**src/symbol_buffer_params.svh**
```systemverilog
`ifndef SYMBOL_BUFFER_PARAMS_SVH
`define SYMBOL_BUFFER_PARAMS_SVH

// Frame geometry
`define SB_NFFT          16
`define SB_PAIR_COUNT    (`SB_NFFT / 2)

// Sample and sideband widths
`define SB_SAMPLE_W      12
`define SB_TUSER_W       7

// Arithmetic right shifts at the input and at readout
`define SB_INPUT_SHIFT   1
`define SB_OUTPUT_SHIFT  1

// Minimum spacing between readout starts in clk_axis cycles
`define SB_GAP_CYCLES    40

// Queue depths
`define SB_TOKEN_DEPTH   2
`define SB_SYMBOL_DEPTH  4
`define SB_DATA_DEPTH    (2 * `SB_PAIR_COUNT)

`endif

```
**src/ctrl_pkg.sv**
```systemverilog
`include "symbol_buffer_params.svh"

package ctrl_pkg;

    typedef logic [`SB_TUSER_W-1:0] symbol_t;

    // One entry per full bank waiting for readout
    typedef struct packed {
        logic    bank;
        symbol_t symbol;
    } token_t;

    typedef enum int unsigned {
        STATUS_BUSY         = 0,
        STATUS_BACKPRESSURE = 1,
        STATUS_GAP          = 2
    } status_bit_e;

endpackage

```
**src/sample_pkg.sv**
```systemverilog
`include "symbol_buffer_params.svh"

package sample_pkg;

    typedef logic signed [`SB_SAMPLE_W-1:0] iq_t;

    // Fields from the top of the bus down to bit 0
    typedef struct packed {
        iq_t ant1_q;
        iq_t ant1_i;
        iq_t ant0_q;
        iq_t ant0_i;
    } beat_t;

    // Two successive beats with the even beat in the low half
    typedef struct packed {
        beat_t odd;
        beat_t even;
    } pair_word_t;

    function automatic beat_t shift_beat(beat_t b, int unsigned sh);
        beat_t r;
        r.ant0_i = b.ant0_i >>> sh;
        r.ant0_q = b.ant0_q >>> sh;
        r.ant1_i = b.ant1_i >>> sh;
        r.ant1_q = b.ant1_q >>> sh;
        return r;
    endfunction

endpackage

```
**src/bank_if.sv**
```systemverilog
`include "symbol_buffer_params.svh"

interface bank_if;

    localparam int ADDR_W = $clog2(`SB_PAIR_COUNT);

    // One pair word is written per odd input beat
    logic                   wr_en;
    logic                   wr_bank;
    logic [ADDR_W-1:0]      wr_addr;
    sample_pkg::pair_word_t wr_data;

    // Read data returns one cycle after rd_en
    logic                   rd_en;
    logic                   rd_bank;
    logic [ADDR_W-1:0]      rd_addr;
    sample_pkg::pair_word_t rd_data;

    modport writer (output wr_en, wr_bank, wr_addr, wr_data);
    modport reader (output rd_en, rd_bank, rd_addr, input rd_data);
    modport memory (input wr_en, wr_bank, wr_addr, wr_data, rd_en, rd_bank, rd_addr,
                    output rd_data);

endinterface

```
**src/egress_serializer.sv**
```systemverilog
`include "symbol_buffer_params.svh"

module egress_serializer (
    input  logic                   clk_axis,
    input  logic                   rst_axis_n,
    output logic                   sym_pop,
    input  ctrl_pkg::symbol_t      sym_data,
    input  logic                   sym_empty,
    output logic                   data_pop,
    input  sample_pkg::pair_word_t data_word,
    input  logic                   data_empty,
    output sample_pkg::beat_t      m_axis_tdata,
    output ctrl_pkg::symbol_t      m_axis_tuser,
    output logic                   m_axis_tvalid,
    output logic                   m_axis_tlast,
    input  logic                   m_axis_tready,
    output logic                   bins_left_nonzero,
    output logic [`SB_TUSER_W:0]   first_beat
);

    localparam int BIN_W = $clog2(`SB_NFFT + 1);

    logic [BIN_W-1:0]       bins_left;
    ctrl_pkg::symbol_t      cur_sym;
    sample_pkg::pair_word_t pair_q;
    logic                   pair_valid;
    logic                   second_q;
    logic                   sym_pending;
    logic                   data_pending;
    logic                   first_bin;
    logic                   emit;

    assign bins_left_nonzero = (bins_left != '0);
    assign sym_pop  = !bins_left_nonzero && !sym_empty && !sym_pending;
    assign data_pop = !pair_valid && !data_empty && !data_pending;

    // tready is looked at one cycle ahead of the beat it releases
    assign emit = pair_valid && bins_left_nonzero && m_axis_tready;

    always_ff @(posedge clk_axis) begin
        if (!rst_axis_n) begin
            bins_left     <= '0;
            pair_valid    <= 1'b0;
            second_q      <= 1'b0;
            sym_pending   <= 1'b0;
            data_pending  <= 1'b0;
            first_bin     <= 1'b0;
            m_axis_tvalid <= 1'b0;
            m_axis_tlast  <= 1'b0;
            first_beat    <= '0;
        end else begin
            sym_pending   <= sym_pop;
            data_pending  <= data_pop;
            m_axis_tvalid <= emit;
            m_axis_tlast  <= emit && (bins_left == BIN_W'(1));
            first_beat    <= {emit && first_bin, cur_sym};
            if (sym_pending) begin
                cur_sym   <= sym_data;
                bins_left <= BIN_W'(`SB_NFFT);
                first_bin <= 1'b1;
            end
            if (data_pending) begin
                pair_q     <= data_word;
                pair_valid <= 1'b1;
                second_q   <= 1'b0;
            end
            if (emit) begin
                m_axis_tdata <= second_q ? pair_q.odd : pair_q.even;
                m_axis_tuser <= cur_sym;
                bins_left    <= bins_left - 1'b1;
                second_q     <= !second_q;
                first_bin    <= 1'b0;
                if (second_q) begin
                    pair_valid <= 1'b0;
                end
            end
        end
    end

endmodule

```
**src/ingress_packer.sv**
```systemverilog
`include "symbol_buffer_params.svh"

module ingress_packer (
    input  logic              clk_axis,
    input  logic              rst_axis_n,
    input  sample_pkg::beat_t s_axis_tdata,
    input  ctrl_pkg::symbol_t s_axis_tuser,
    input  logic              s_axis_tvalid,
    output logic              s_axis_tready,
    bank_if.writer            wr,
    output logic              token_push,
    output ctrl_pkg::token_t  token_data,
    input  logic              token_full,
    input  logic [1:0]        bank_release,
    output logic [1:0]        bank_held,
    output logic [1:0]        filled_bank
);

    localparam int ADDR_W = $clog2(`SB_PAIR_COUNT);
    localparam logic [ADDR_W-1:0] ADDR_LAST = ADDR_W'(`SB_PAIR_COUNT - 1);

    sample_pkg::beat_t beat_shifted;
    sample_pkg::beat_t even_q;
    logic [ADDR_W-1:0] pair_addr;
    logic              bank_sel;
    logic              odd_beat;
    logic              wait_bank;
    logic              wait_next;
    logic              token_pending;
    logic              accept;
    logic              last_pair;
    logic [1:0]        held_next;

    assign beat_shifted = sample_pkg::shift_beat(s_axis_tdata, `SB_INPUT_SHIFT);
    assign accept       = s_axis_tvalid && s_axis_tready;
    assign last_pair    = accept && odd_beat && (pair_addr == ADDR_LAST);

    // Pair word goes to memory on the odd beat itself
    assign wr.wr_en   = accept && odd_beat;
    assign wr.wr_bank = bank_sel;
    assign wr.wr_addr = pair_addr;
    assign wr.wr_data = {beat_shifted, even_q};

    assign token_push  = token_pending && !token_full;
    assign filled_bank = {token_push, token_data.bank};

    always_comb begin
        held_next = bank_held & ~bank_release;
        if (last_pair) begin
            held_next[bank_sel] = 1'b1;
        end
    end

    // Stall while the other bank is still waiting for readout
    assign wait_next = (wait_bank || last_pair) && held_next[!bank_sel];

    // ------------------------------------------------------------
    always_ff @(posedge clk_axis) begin
        if (!rst_axis_n) begin
            s_axis_tready <= 1'b0;
            pair_addr     <= '0;
            bank_sel      <= 1'b0;
            odd_beat      <= 1'b0;
            wait_bank     <= 1'b0;
            bank_held     <= 2'b00;
            token_pending <= 1'b0;
        end else begin
            s_axis_tready <= !wait_next;
            wait_bank     <= wait_next;
            bank_held     <= held_next;
            if ((wait_bank || last_pair) && !wait_next) begin
                bank_sel <= !bank_sel;
            end
            if (accept) begin
                odd_beat <= !odd_beat;
                if (odd_beat) begin
                    pair_addr <= (pair_addr == ADDR_LAST) ? '0 : pair_addr + 1'b1;
                end
            end
            if (last_pair) begin
                token_pending <= 1'b1;
            end else if (token_push) begin
                token_pending <= 1'b0;
            end
        end
    end

    always_ff @(posedge clk_axis) begin
        if (accept && !odd_beat) begin
            even_q <= beat_shifted;
        end
        if (last_pair) begin
            token_data <= {bank_sel, s_axis_tuser};
        end
    end

endmodule

```
**src/pingpong_bank_ram.sv**
```systemverilog
`include "symbol_buffer_params.svh"

module pingpong_bank_ram (
    input logic    clk_axis,
    bank_if.memory mem
);

    localparam int HALF_W = 2 * `SB_SAMPLE_W;

    // One antenna's two bins as {odd Q, odd I, even Q, even I}
    typedef logic [2*HALF_W-1:0] ant_pair_t;

    ant_pair_t ant0_mem [2][`SB_PAIR_COUNT];
    ant_pair_t ant1_mem [2][`SB_PAIR_COUNT];
    ant_pair_t rd_ant0;
    ant_pair_t rd_ant1;

    always_ff @(posedge clk_axis) begin
        if (mem.wr_en) begin
            ant0_mem[mem.wr_bank][mem.wr_addr] <= {mem.wr_data.odd.ant0_q, mem.wr_data.odd.ant0_i,
                                                   mem.wr_data.even.ant0_q,
                                                   mem.wr_data.even.ant0_i};
            ant1_mem[mem.wr_bank][mem.wr_addr] <= {mem.wr_data.odd.ant1_q, mem.wr_data.odd.ant1_i,
                                                   mem.wr_data.even.ant1_q,
                                                   mem.wr_data.even.ant1_i};
        end
        if (mem.rd_en) begin
            rd_ant0 <= ant0_mem[mem.rd_bank][mem.rd_addr];
            rd_ant1 <= ant1_mem[mem.rd_bank][mem.rd_addr];
        end
    end

    // Put the antenna halves back into beat order
    assign mem.rd_data = {rd_ant1[2*HALF_W-1:HALF_W], rd_ant0[2*HALF_W-1:HALF_W],
                          rd_ant1[HALF_W-1:0], rd_ant0[HALF_W-1:0]};

endmodule

```
**src/readout_scheduler.sv**
```systemverilog
`include "symbol_buffer_params.svh"

module readout_scheduler (
    input  logic                                   clk_axis,
    input  logic                                   rst_axis_n,
    output logic                                   token_pop,
    input  ctrl_pkg::token_t                       token_data,
    input  logic                                   token_empty,
    bank_if.reader                                 rd,
    output logic                                   data_push,
    output sample_pkg::pair_word_t                 data_word,
    input  logic [$clog2(`SB_DATA_DEPTH + 1)-1:0]  data_free,
    output logic                                   sym_push,
    output ctrl_pkg::symbol_t                      sym_data,
    input  logic                                   sym_full,
    output logic [1:0]                             bank_release,
    output logic                                   gap_seen
);

    localparam int ADDR_W = $clog2(`SB_PAIR_COUNT);
    localparam int FREE_W = $clog2(`SB_DATA_DEPTH + 1);
    localparam int CD_W   = $clog2(`SB_GAP_CYCLES + 1);
    localparam logic [ADDR_W-1:0] ADDR_LAST = ADDR_W'(`SB_PAIR_COUNT - 1);

    typedef enum logic [1:0] {
        IDLE,
        LOAD,
        READ
    } state_t;

    state_t            state;
    logic              bank_q;
    logic [ADDR_W-1:0] addr_q;
    logic [CD_W-1:0]   cooldown;
    logic              rd_last_q;
    logic              can_start;

    // Everything but the cooldown is ready for a new frame
    assign can_start = (state == IDLE) && !token_empty && !sym_full
                       && (data_free >= FREE_W'(`SB_PAIR_COUNT));
    assign token_pop = can_start && (cooldown == '0);
    assign gap_seen  = can_start && (cooldown != '0);

    assign sym_push = (state == LOAD);
    assign sym_data = token_data.symbol;

    assign rd.rd_en   = (state == READ);
    assign rd.rd_bank = bank_q;
    assign rd.rd_addr = addr_q;

    assign data_word = {sample_pkg::shift_beat(rd.rd_data.odd, `SB_OUTPUT_SHIFT),
                        sample_pkg::shift_beat(rd.rd_data.even, `SB_OUTPUT_SHIFT)};

    always_ff @(posedge clk_axis) begin
        if (!rst_axis_n) begin
            state        <= IDLE;
            bank_q       <= 1'b0;
            addr_q       <= '0;
            cooldown     <= '0;
            data_push    <= 1'b0;
            rd_last_q    <= 1'b0;
            bank_release <= 2'b00;
        end else begin
            data_push    <= rd.rd_en;
            rd_last_q    <= rd.rd_en && (addr_q == ADDR_LAST);
            bank_release <= rd_last_q ? (bank_q ? 2'b10 : 2'b01) : 2'b00;
            if (token_pop) begin
                cooldown <= CD_W'(`SB_GAP_CYCLES);
            end else if (cooldown != '0) begin
                cooldown <= cooldown - 1'b1;
            end
            case (state)
                IDLE: begin
                    if (token_pop) begin
                        state <= LOAD;
                    end
                end
                LOAD: begin
                    bank_q <= token_data.bank;
                    addr_q <= '0;
                    state  <= READ;
                end
                default: begin
                    addr_q <= addr_q + 1'b1;
                    if (addr_q == ADDR_LAST) begin
                        state <= IDLE;
                    end
                end
            endcase
        end
    end

endmodule

```
**src/symbol_buffer_top.sv**
```systemverilog
`include "symbol_buffer_params.svh"

module symbol_buffer_top (
    input  logic                      clk_axis,
    input  logic                      rst_axis_n,
    input  logic [4*`SB_SAMPLE_W-1:0] s_axis_tdata,
    input  logic [`SB_TUSER_W-1:0]    s_axis_tuser,
    input  logic                      s_axis_tvalid,
    input  logic                      s_axis_tlast,
    output logic                      s_axis_tready,
    output logic [4*`SB_SAMPLE_W-1:0] m_axis_tdata,
    output logic [`SB_TUSER_W-1:0]    m_axis_tuser,
    output logic                      m_axis_tvalid,
    output logic                      m_axis_tlast,
    input  logic                      m_axis_tready,
    output logic [2:0]                status_flags,
    output logic [15:0]               latency_debug
);

    logic                                  token_push;
    logic                                  token_pop;
    logic                                  token_full;
    logic                                  token_empty;
    ctrl_pkg::token_t                      token_in;
    ctrl_pkg::token_t                      token_out;
    logic                                  sym_push;
    logic                                  sym_pop;
    logic                                  sym_full;
    logic                                  sym_empty;
    ctrl_pkg::symbol_t                     sym_in;
    ctrl_pkg::symbol_t                     sym_out;
    logic                                  data_push;
    logic                                  data_pop;
    logic                                  data_empty;
    logic [$clog2(`SB_DATA_DEPTH + 1)-1:0] data_free;
    sample_pkg::pair_word_t                data_in;
    sample_pkg::pair_word_t                data_out;
    logic [1:0]                            bank_release;
    logic [1:0]                            bank_held;
    logic [1:0]                            filled_bank;
    logic                                  gap_seen;
    logic                                  bins_left_nonzero;
    logic [`SB_TUSER_W:0]                  first_beat;
    logic [15:0]                           lat_cnt [2];
    ctrl_pkg::symbol_t                     lat_sym [2];
    logic [1:0]                            lat_run;

    bank_if bank_bus ();

    ingress_packer ingress_packer_inst (
        .clk_axis, .rst_axis_n, .s_axis_tdata, .s_axis_tuser, .s_axis_tvalid, .s_axis_tready,
        .wr (bank_bus.writer), .token_push, .token_data (token_in), .token_full,
        .bank_release, .bank_held, .filled_bank
    );

    pingpong_bank_ram pingpong_bank_ram_inst (.clk_axis, .mem (bank_bus.memory));

    readout_scheduler readout_scheduler_inst (
        .clk_axis, .rst_axis_n, .token_pop, .token_data (token_out), .token_empty,
        .rd (bank_bus.reader), .data_push, .data_word (data_in), .data_free,
        .sym_push, .sym_data (sym_in), .sym_full, .bank_release, .gap_seen
    );

    egress_serializer egress_serializer_inst (
        .clk_axis, .rst_axis_n, .sym_pop, .sym_data (sym_out), .sym_empty,
        .data_pop, .data_word (data_out), .data_empty, .m_axis_tdata, .m_axis_tuser,
        .m_axis_tvalid, .m_axis_tlast, .m_axis_tready, .bins_left_nonzero, .first_beat
    );

    sync_fifo #(.DEPTH (`SB_TOKEN_DEPTH), .payload_t (ctrl_pkg::token_t)) token_fifo_inst (
        .clk_axis, .rst_axis_n, .push (token_push), .push_data (token_in), .pop (token_pop),
        .pop_data (token_out), .full (token_full), .empty (token_empty), .free_count ()
    );

    sync_fifo #(.DEPTH (`SB_SYMBOL_DEPTH), .payload_t (ctrl_pkg::symbol_t)) sym_fifo_inst (
        .clk_axis, .rst_axis_n, .push (sym_push), .push_data (sym_in), .pop (sym_pop),
        .pop_data (sym_out), .full (sym_full), .empty (sym_empty), .free_count ()
    );

    sync_fifo #(.DEPTH (`SB_DATA_DEPTH), .payload_t (sample_pkg::pair_word_t)) data_fifo_inst (
        .clk_axis, .rst_axis_n, .push (data_push), .push_data (data_in), .pop (data_pop),
        .pop_data (data_out), .full (), .empty (data_empty), .free_count (data_free)
    );

    // ------------------------------------------------------------
    // Per-bank latency from token push to first output beat
    always_ff @(posedge clk_axis) begin
        if (!rst_axis_n) begin
            lat_run       <= 2'b00;
            latency_debug <= '0;
        end else begin
            for (int b = 0; b < 2; b++) begin
                if (lat_run[b]) begin
                    lat_cnt[b] <= lat_cnt[b] + 16'd1;
                end
                if (first_beat[`SB_TUSER_W] && lat_run[b]
                    && (lat_sym[b] == first_beat[`SB_TUSER_W-1:0])) begin
                    latency_debug <= lat_cnt[b];
                    lat_run[b]    <= 1'b0;
                end
            end
            if (filled_bank[1]) begin
                lat_run[filled_bank[0]] <= 1'b1;
                lat_cnt[filled_bank[0]] <= '0;
                lat_sym[filled_bank[0]] <= token_in.symbol;
            end
        end
    end

    always_ff @(posedge clk_axis) begin
        if (!rst_axis_n) begin
            status_flags <= '0;
        end else begin
            status_flags[ctrl_pkg::STATUS_BUSY] <= (bank_held != 2'b00) || bins_left_nonzero;
            if (s_axis_tvalid && !s_axis_tready) begin
                status_flags[ctrl_pkg::STATUS_BACKPRESSURE] <= 1'b1;
            end
            if (gap_seen) begin
                status_flags[ctrl_pkg::STATUS_GAP] <= 1'b1;
            end
        end
    end

endmodule

```
**src/sync_fifo.sv**
```systemverilog
module sync_fifo #(
    parameter int  DEPTH     = 4,
    parameter type payload_t = logic [7:0]
) (
    input  logic                       clk_axis,
    input  logic                       rst_axis_n,
    input  logic                       push,
    input  payload_t                   push_data,
    input  logic                       pop,
    output payload_t                   pop_data,
    output logic                       full,
    output logic                       empty,
    output logic [$clog2(DEPTH+1)-1:0] free_count
);

    localparam int PTR_W = (DEPTH > 1) ? $clog2(DEPTH) : 1;
    localparam int CNT_W = $clog2(DEPTH + 1);
    localparam logic [PTR_W-1:0] PTR_LAST = PTR_W'(DEPTH - 1);

    payload_t         mem [DEPTH];
    logic [PTR_W-1:0] wr_ptr;
    logic [PTR_W-1:0] rd_ptr;
    logic [CNT_W-1:0] count;

    assign full       = (count == CNT_W'(DEPTH));
    assign empty      = (count == '0);
    assign free_count = CNT_W'(DEPTH) - count;

    always_ff @(posedge clk_axis) begin
        if (push) begin
            mem[wr_ptr] <= push_data;
        end
        if (pop) begin
            pop_data <= mem[rd_ptr];
        end
    end

    always_ff @(posedge clk_axis) begin
        if (!rst_axis_n) begin
            wr_ptr <= '0;
            rd_ptr <= '0;
            count  <= '0;
        end else begin
            if (push) begin
                wr_ptr <= (wr_ptr == PTR_LAST) ? '0 : wr_ptr + 1'b1;
            end
            if (pop) begin
                rd_ptr <= (rd_ptr == PTR_LAST) ? '0 : rd_ptr + 1'b1;
            end
            count <= count + CNT_W'(push) - CNT_W'(pop);
        end
    end

endmodule

```
**config.mk**
```make
export PLATFORM = sky130hd
export DESIGN_NAME = symbol_buffer_top
export DESIGN_NICKNAME = d
export VERILOG_FILES = /design/src/ctrl_pkg.sv /design/src/sample_pkg.sv /design/src/bank_if.sv /design/src/egress_serializer.sv /design/src/ingress_packer.sv /design/src/pingpong_bank_ram.sv /design/src/readout_scheduler.sv /design/src/symbol_buffer_top.sv /design/src/sync_fifo.sv
export VERILOG_INCLUDE_DIRS = /design/src /design/src/src
export SDC_FILE = /design/constraint.sdc
export NUM_CORES = 2
export LEC_CHECK = 0
export BUFFER_PORTS_ARGS = -buffer_cell sky130_fd_sc_hd__buf_2
export CAP_MARGIN = 20
export CORE_MARGIN = 1.5
export CORE_UTILIZATION = 55
export DETAILED_ROUTE_END_ITERATION = 8
export GPL_TIMING_DRIVEN = 0
export PLACE_DENSITY = 0.71
export SLEW_MARGIN = 30
export SYNTH_ARGS = -nofsm -noshare
export SYNTH_HDL_FRONTEND = slang
export SYNTH_SLANG_ARGS = --single-unit
```
**constraint.sdc**
```tcl
create_clock -name clk_axis -period 11.65 [get_ports clk_axis]
set_input_delay 1.165 -clock clk_axis [delete_from_list [all_inputs] [get_ports clk_axis]]
set_output_delay 1.165 -clock clk_axis [all_outputs]
set_load 0.05 [all_outputs]
```
==> impl_metrics.py <==
metrics = {
    "timing": {
        "rsz0062_at_grt": "false",
        "drv_slew": 0,
        "maxSlewHeadroom_pct": 28.6,
        "worst_slew_pin_slew_ns": 1.07,
        "fmax_mhz": 278,
        "setup_viol": 0,
        "period_share_pct": 30.9,
        "fin_skew_ns": 0.0676,
        "hold_viol_final": 0,
        "period_needed_ns": 3.59,
    },
    "flow_run": {
        "drv_cap": 0,
    },
    "drt": {
        "wire_per_inst_um": 31.1,
        "firstDrtPassIters": 5,
        "num_vias": 54068,
        "drcViolationCount": 0,
        "routed_wl_um": 268000,
        "vias_per_cell": 6.26,
        "drt_iter0_markers": 6635,
        "drtAntennaViolNets": 0,
    },
    "place": {
        "place_inst": 8070,
        "io_buffer_count": 127,
        "place.gp.congestion": 0.774,
        "dpl.hpwl_um": 170000,
    },
    "cts": {
        "clock-sinks": 3099,
        "clk_pin_slew_worst_paths_ns": 0.06,
        "cts_root_buffer": "clkbuf_16",
        "cts_buffer_depth": 4,
        "cts_setup_buffers": 0,
        "hold_buffers": 0,
        "cts_buffers": 322,
        "cts_tree": "done",
        "clkLatencyLatePin_ns": 0.95,
        "htree_levels": 5,
        "ctsResizeCount": 0,
    },
    "floorplan": {
        "io_pins": 137,
        "rows": 167,
        "initial_utilization_pct": 55.5,
        "die_y_um": 461,
        "die-area_um2": 213000,
        "core_area_um2": 208000,
        "die_x_um": 461,
    },
    "finish": {
        "drive_above_1_share_pct": 29.0,
        "fin_util_pct": 64.3,
        "multiInputGateArea_um2": 22400,
        "area_delta_synth_final_pct": 15.7,
        "fin_cells": 8636,
        "seq_area_um2": 91800,
        "most-common-layout-cells": "edfxtp_1, mux4_2, clkbuf_16",
        "fill_cells": 13173,
        "final_common_cell": "edfxtp_1",
        "fin_nets": 5700,
    },
    "logic_synthesis": {
        "synth_seq_cells": 3099,
        "yosysWarnings": 0,
        "synthCells": 4960,
        "synthFlopType": "edfxtp_1",
        "synth-async-reset-ratio_pct": 0,
        "yosysSeqAreaShare_pct": 79.5,
        "syn_nets": 5054,
        "synth_cell_types": 48,
        "syn_area_per_cell_um2": 23.3,
        "netlist_area_um2": 115000,
        "synth_edf_count": 2975,
    },
    "critical_path": {
        "required_ns": 12.24,
        "crit_type": "register to register",
        "arrival_ns": 4.18,
        "cp_max_fo": 10,
        "startpoint_type": "register",
        "crit_path_end_kind": "register",
    },
    "run_status": {
        "status": "finished, final reports clean",
    },
    "power": {
        "vdd_drop_max_mv": 0.184,
        "p_leak_nw": 41.8,
        "p_per_area_nw_per_um2": 189,
    },
    "global_routing": {
        "grt_pass1_wl_um": 385000,
        "gr-usage-all-layers_pct": 25.5,
        "grt_max_degree": 51,
        "antenna_found_initial": 37,
        "grt_overflow_total": 0,
        "grt_pass1_vias": 54901,
    },
    "min_path": {
        "hold_class": "primary input to register",
    },
}
## per-layer routing
layer,part of all wire (%),routed length (um),vias to the layer above,GRT usage [%]
met4,2.9,7690,16,7.69
met1,39,103000,28594,35.2
met3,8.7,23400,484,4.92
met2,50,134000,2864,41.9
li1,-,-,22110,-
met5,0.034,91,-,0
## synth_stat cells, drive strengths merged (24+ instances only)
cell,instances,area (um2)
mux2,49,552
xor2,28,245
xnor2,30,263
dfxtp,124,2480
o21ai,24,120
nor2,116,438
mux2i,104,1040
buf,118,759
mux4,727,16400
inv,32,120
a211oi,82,616
ha,32,400
nor2b,85,532
clkbuf,131,492
edfxtp,2975,89300
nand2,38,143
a21oi,126,631
and2,36,225
## final cells by class
class | instances | share of cell area [%]
sequential | 3099 | 68.7
multi-input combinational | 1580 | 16.8
clock buffer | 398 | 6.37
timing repair buffer | 322 | 3.30
tap | 2788 | 2.61
clock inverter | 160 | 1.13
buffer | 249 | 0.961
inverter | 32 | 0.0899
antenna | 8 | 0.0150
## kinds of logic (layout without fill, tap and decap cells)
kind of cell / Yosys count / after routing / synth area share, %
DFF: 3099 / 3099 / 79.5
muxes: 880 / 880 / 15.6
and+or+nand+nor: 362 / 362 / 1.61
buffers and inverters: 281 / 1161 / 1.19
AOI/OAI and AO/OA: 246 / 246 / 1.28
xor gates and xnor gates: 58 / 58 / 0.440
adders and majority gates: 34 / 34 / 0.382
other: 0 / 8 / 0
## stage by stage
stage	area, um2	TNS [ns]	total power (W)	setup WS, ns	hold slack (ns)
2_1_floorplan	115000	0	0.0147	2.79	0.400
3_5_place_dp	124000	0	0.0157	7.76	0.405
4_1_cts	134000	0	0.0254	7.73	0.342
6_report	134000	0	0.0253	8.06	0.397
3_3_place_gp	120000	-1093.18	0.0159	-3.32	0.401
5_1_grt	134000	0	0.0260	8.10	0.369
## path summary, 6_finish.rpt
path / from / endpoint / slack, ns / depth (start not counted)
worst max-delay path: readout_scheduler_inst.rd.rd_addr[0] / pingpong_bank_ram_inst.rd_ant0[17] / 8.06 / 5
worst min-delay path: s_axis_tuser[3] / ingress_packer_inst.token_data[3] / 0.40 / 1
worst max register to register: readout_scheduler_inst.rd.rd_addr[0] / pingpong_bank_ram_inst.rd_ant0[17] / 8.06 / 5
worst min register to register: data_fifo_inst.pop_data[90] / egress_serializer_inst.pair_q[90] / 0.42 / 0
## worst max-delay path, stage by stage (launching register included)
cell,delay [ns]
dfxtp_1,0.48
buf_2,0.29
clkbuf_1,0.64
clkbuf_1,0.83
mux4_2,0.41
mux4_2,0.59
## state kept, by name (all words and copies together), names as in the netlist, 16 cells and up, named ones only
register,flops
data_fifo_inst.mem,1280
data_fifo_inst.pop_data,80
egress_serializer_inst.m_axis_tdata,40
egress_serializer_inst.pair_q,80
ingress_packer_inst.wr.wr_data,40
lat_cnt,32
latency_debug,16
pingpong_bank_ram_inst.ant0_mem,640
pingpong_bank_ram_inst.ant1_mem,640
pingpong_bank_ram_inst.rd_ant0,40
pingpong_bank_ram_inst.rd_ant1,40
sym_fifo_inst.mem,28
token_fifo_inst.mem,16
## power breakdown
part	leakage (nW)	internal, W	switching (W)
registers	27.8	0.0126	0.000170
clock network	4.91	0.00579	0.00411
logic	9.01	0.00115	0.00150
(Power assumes the default switching activity.)
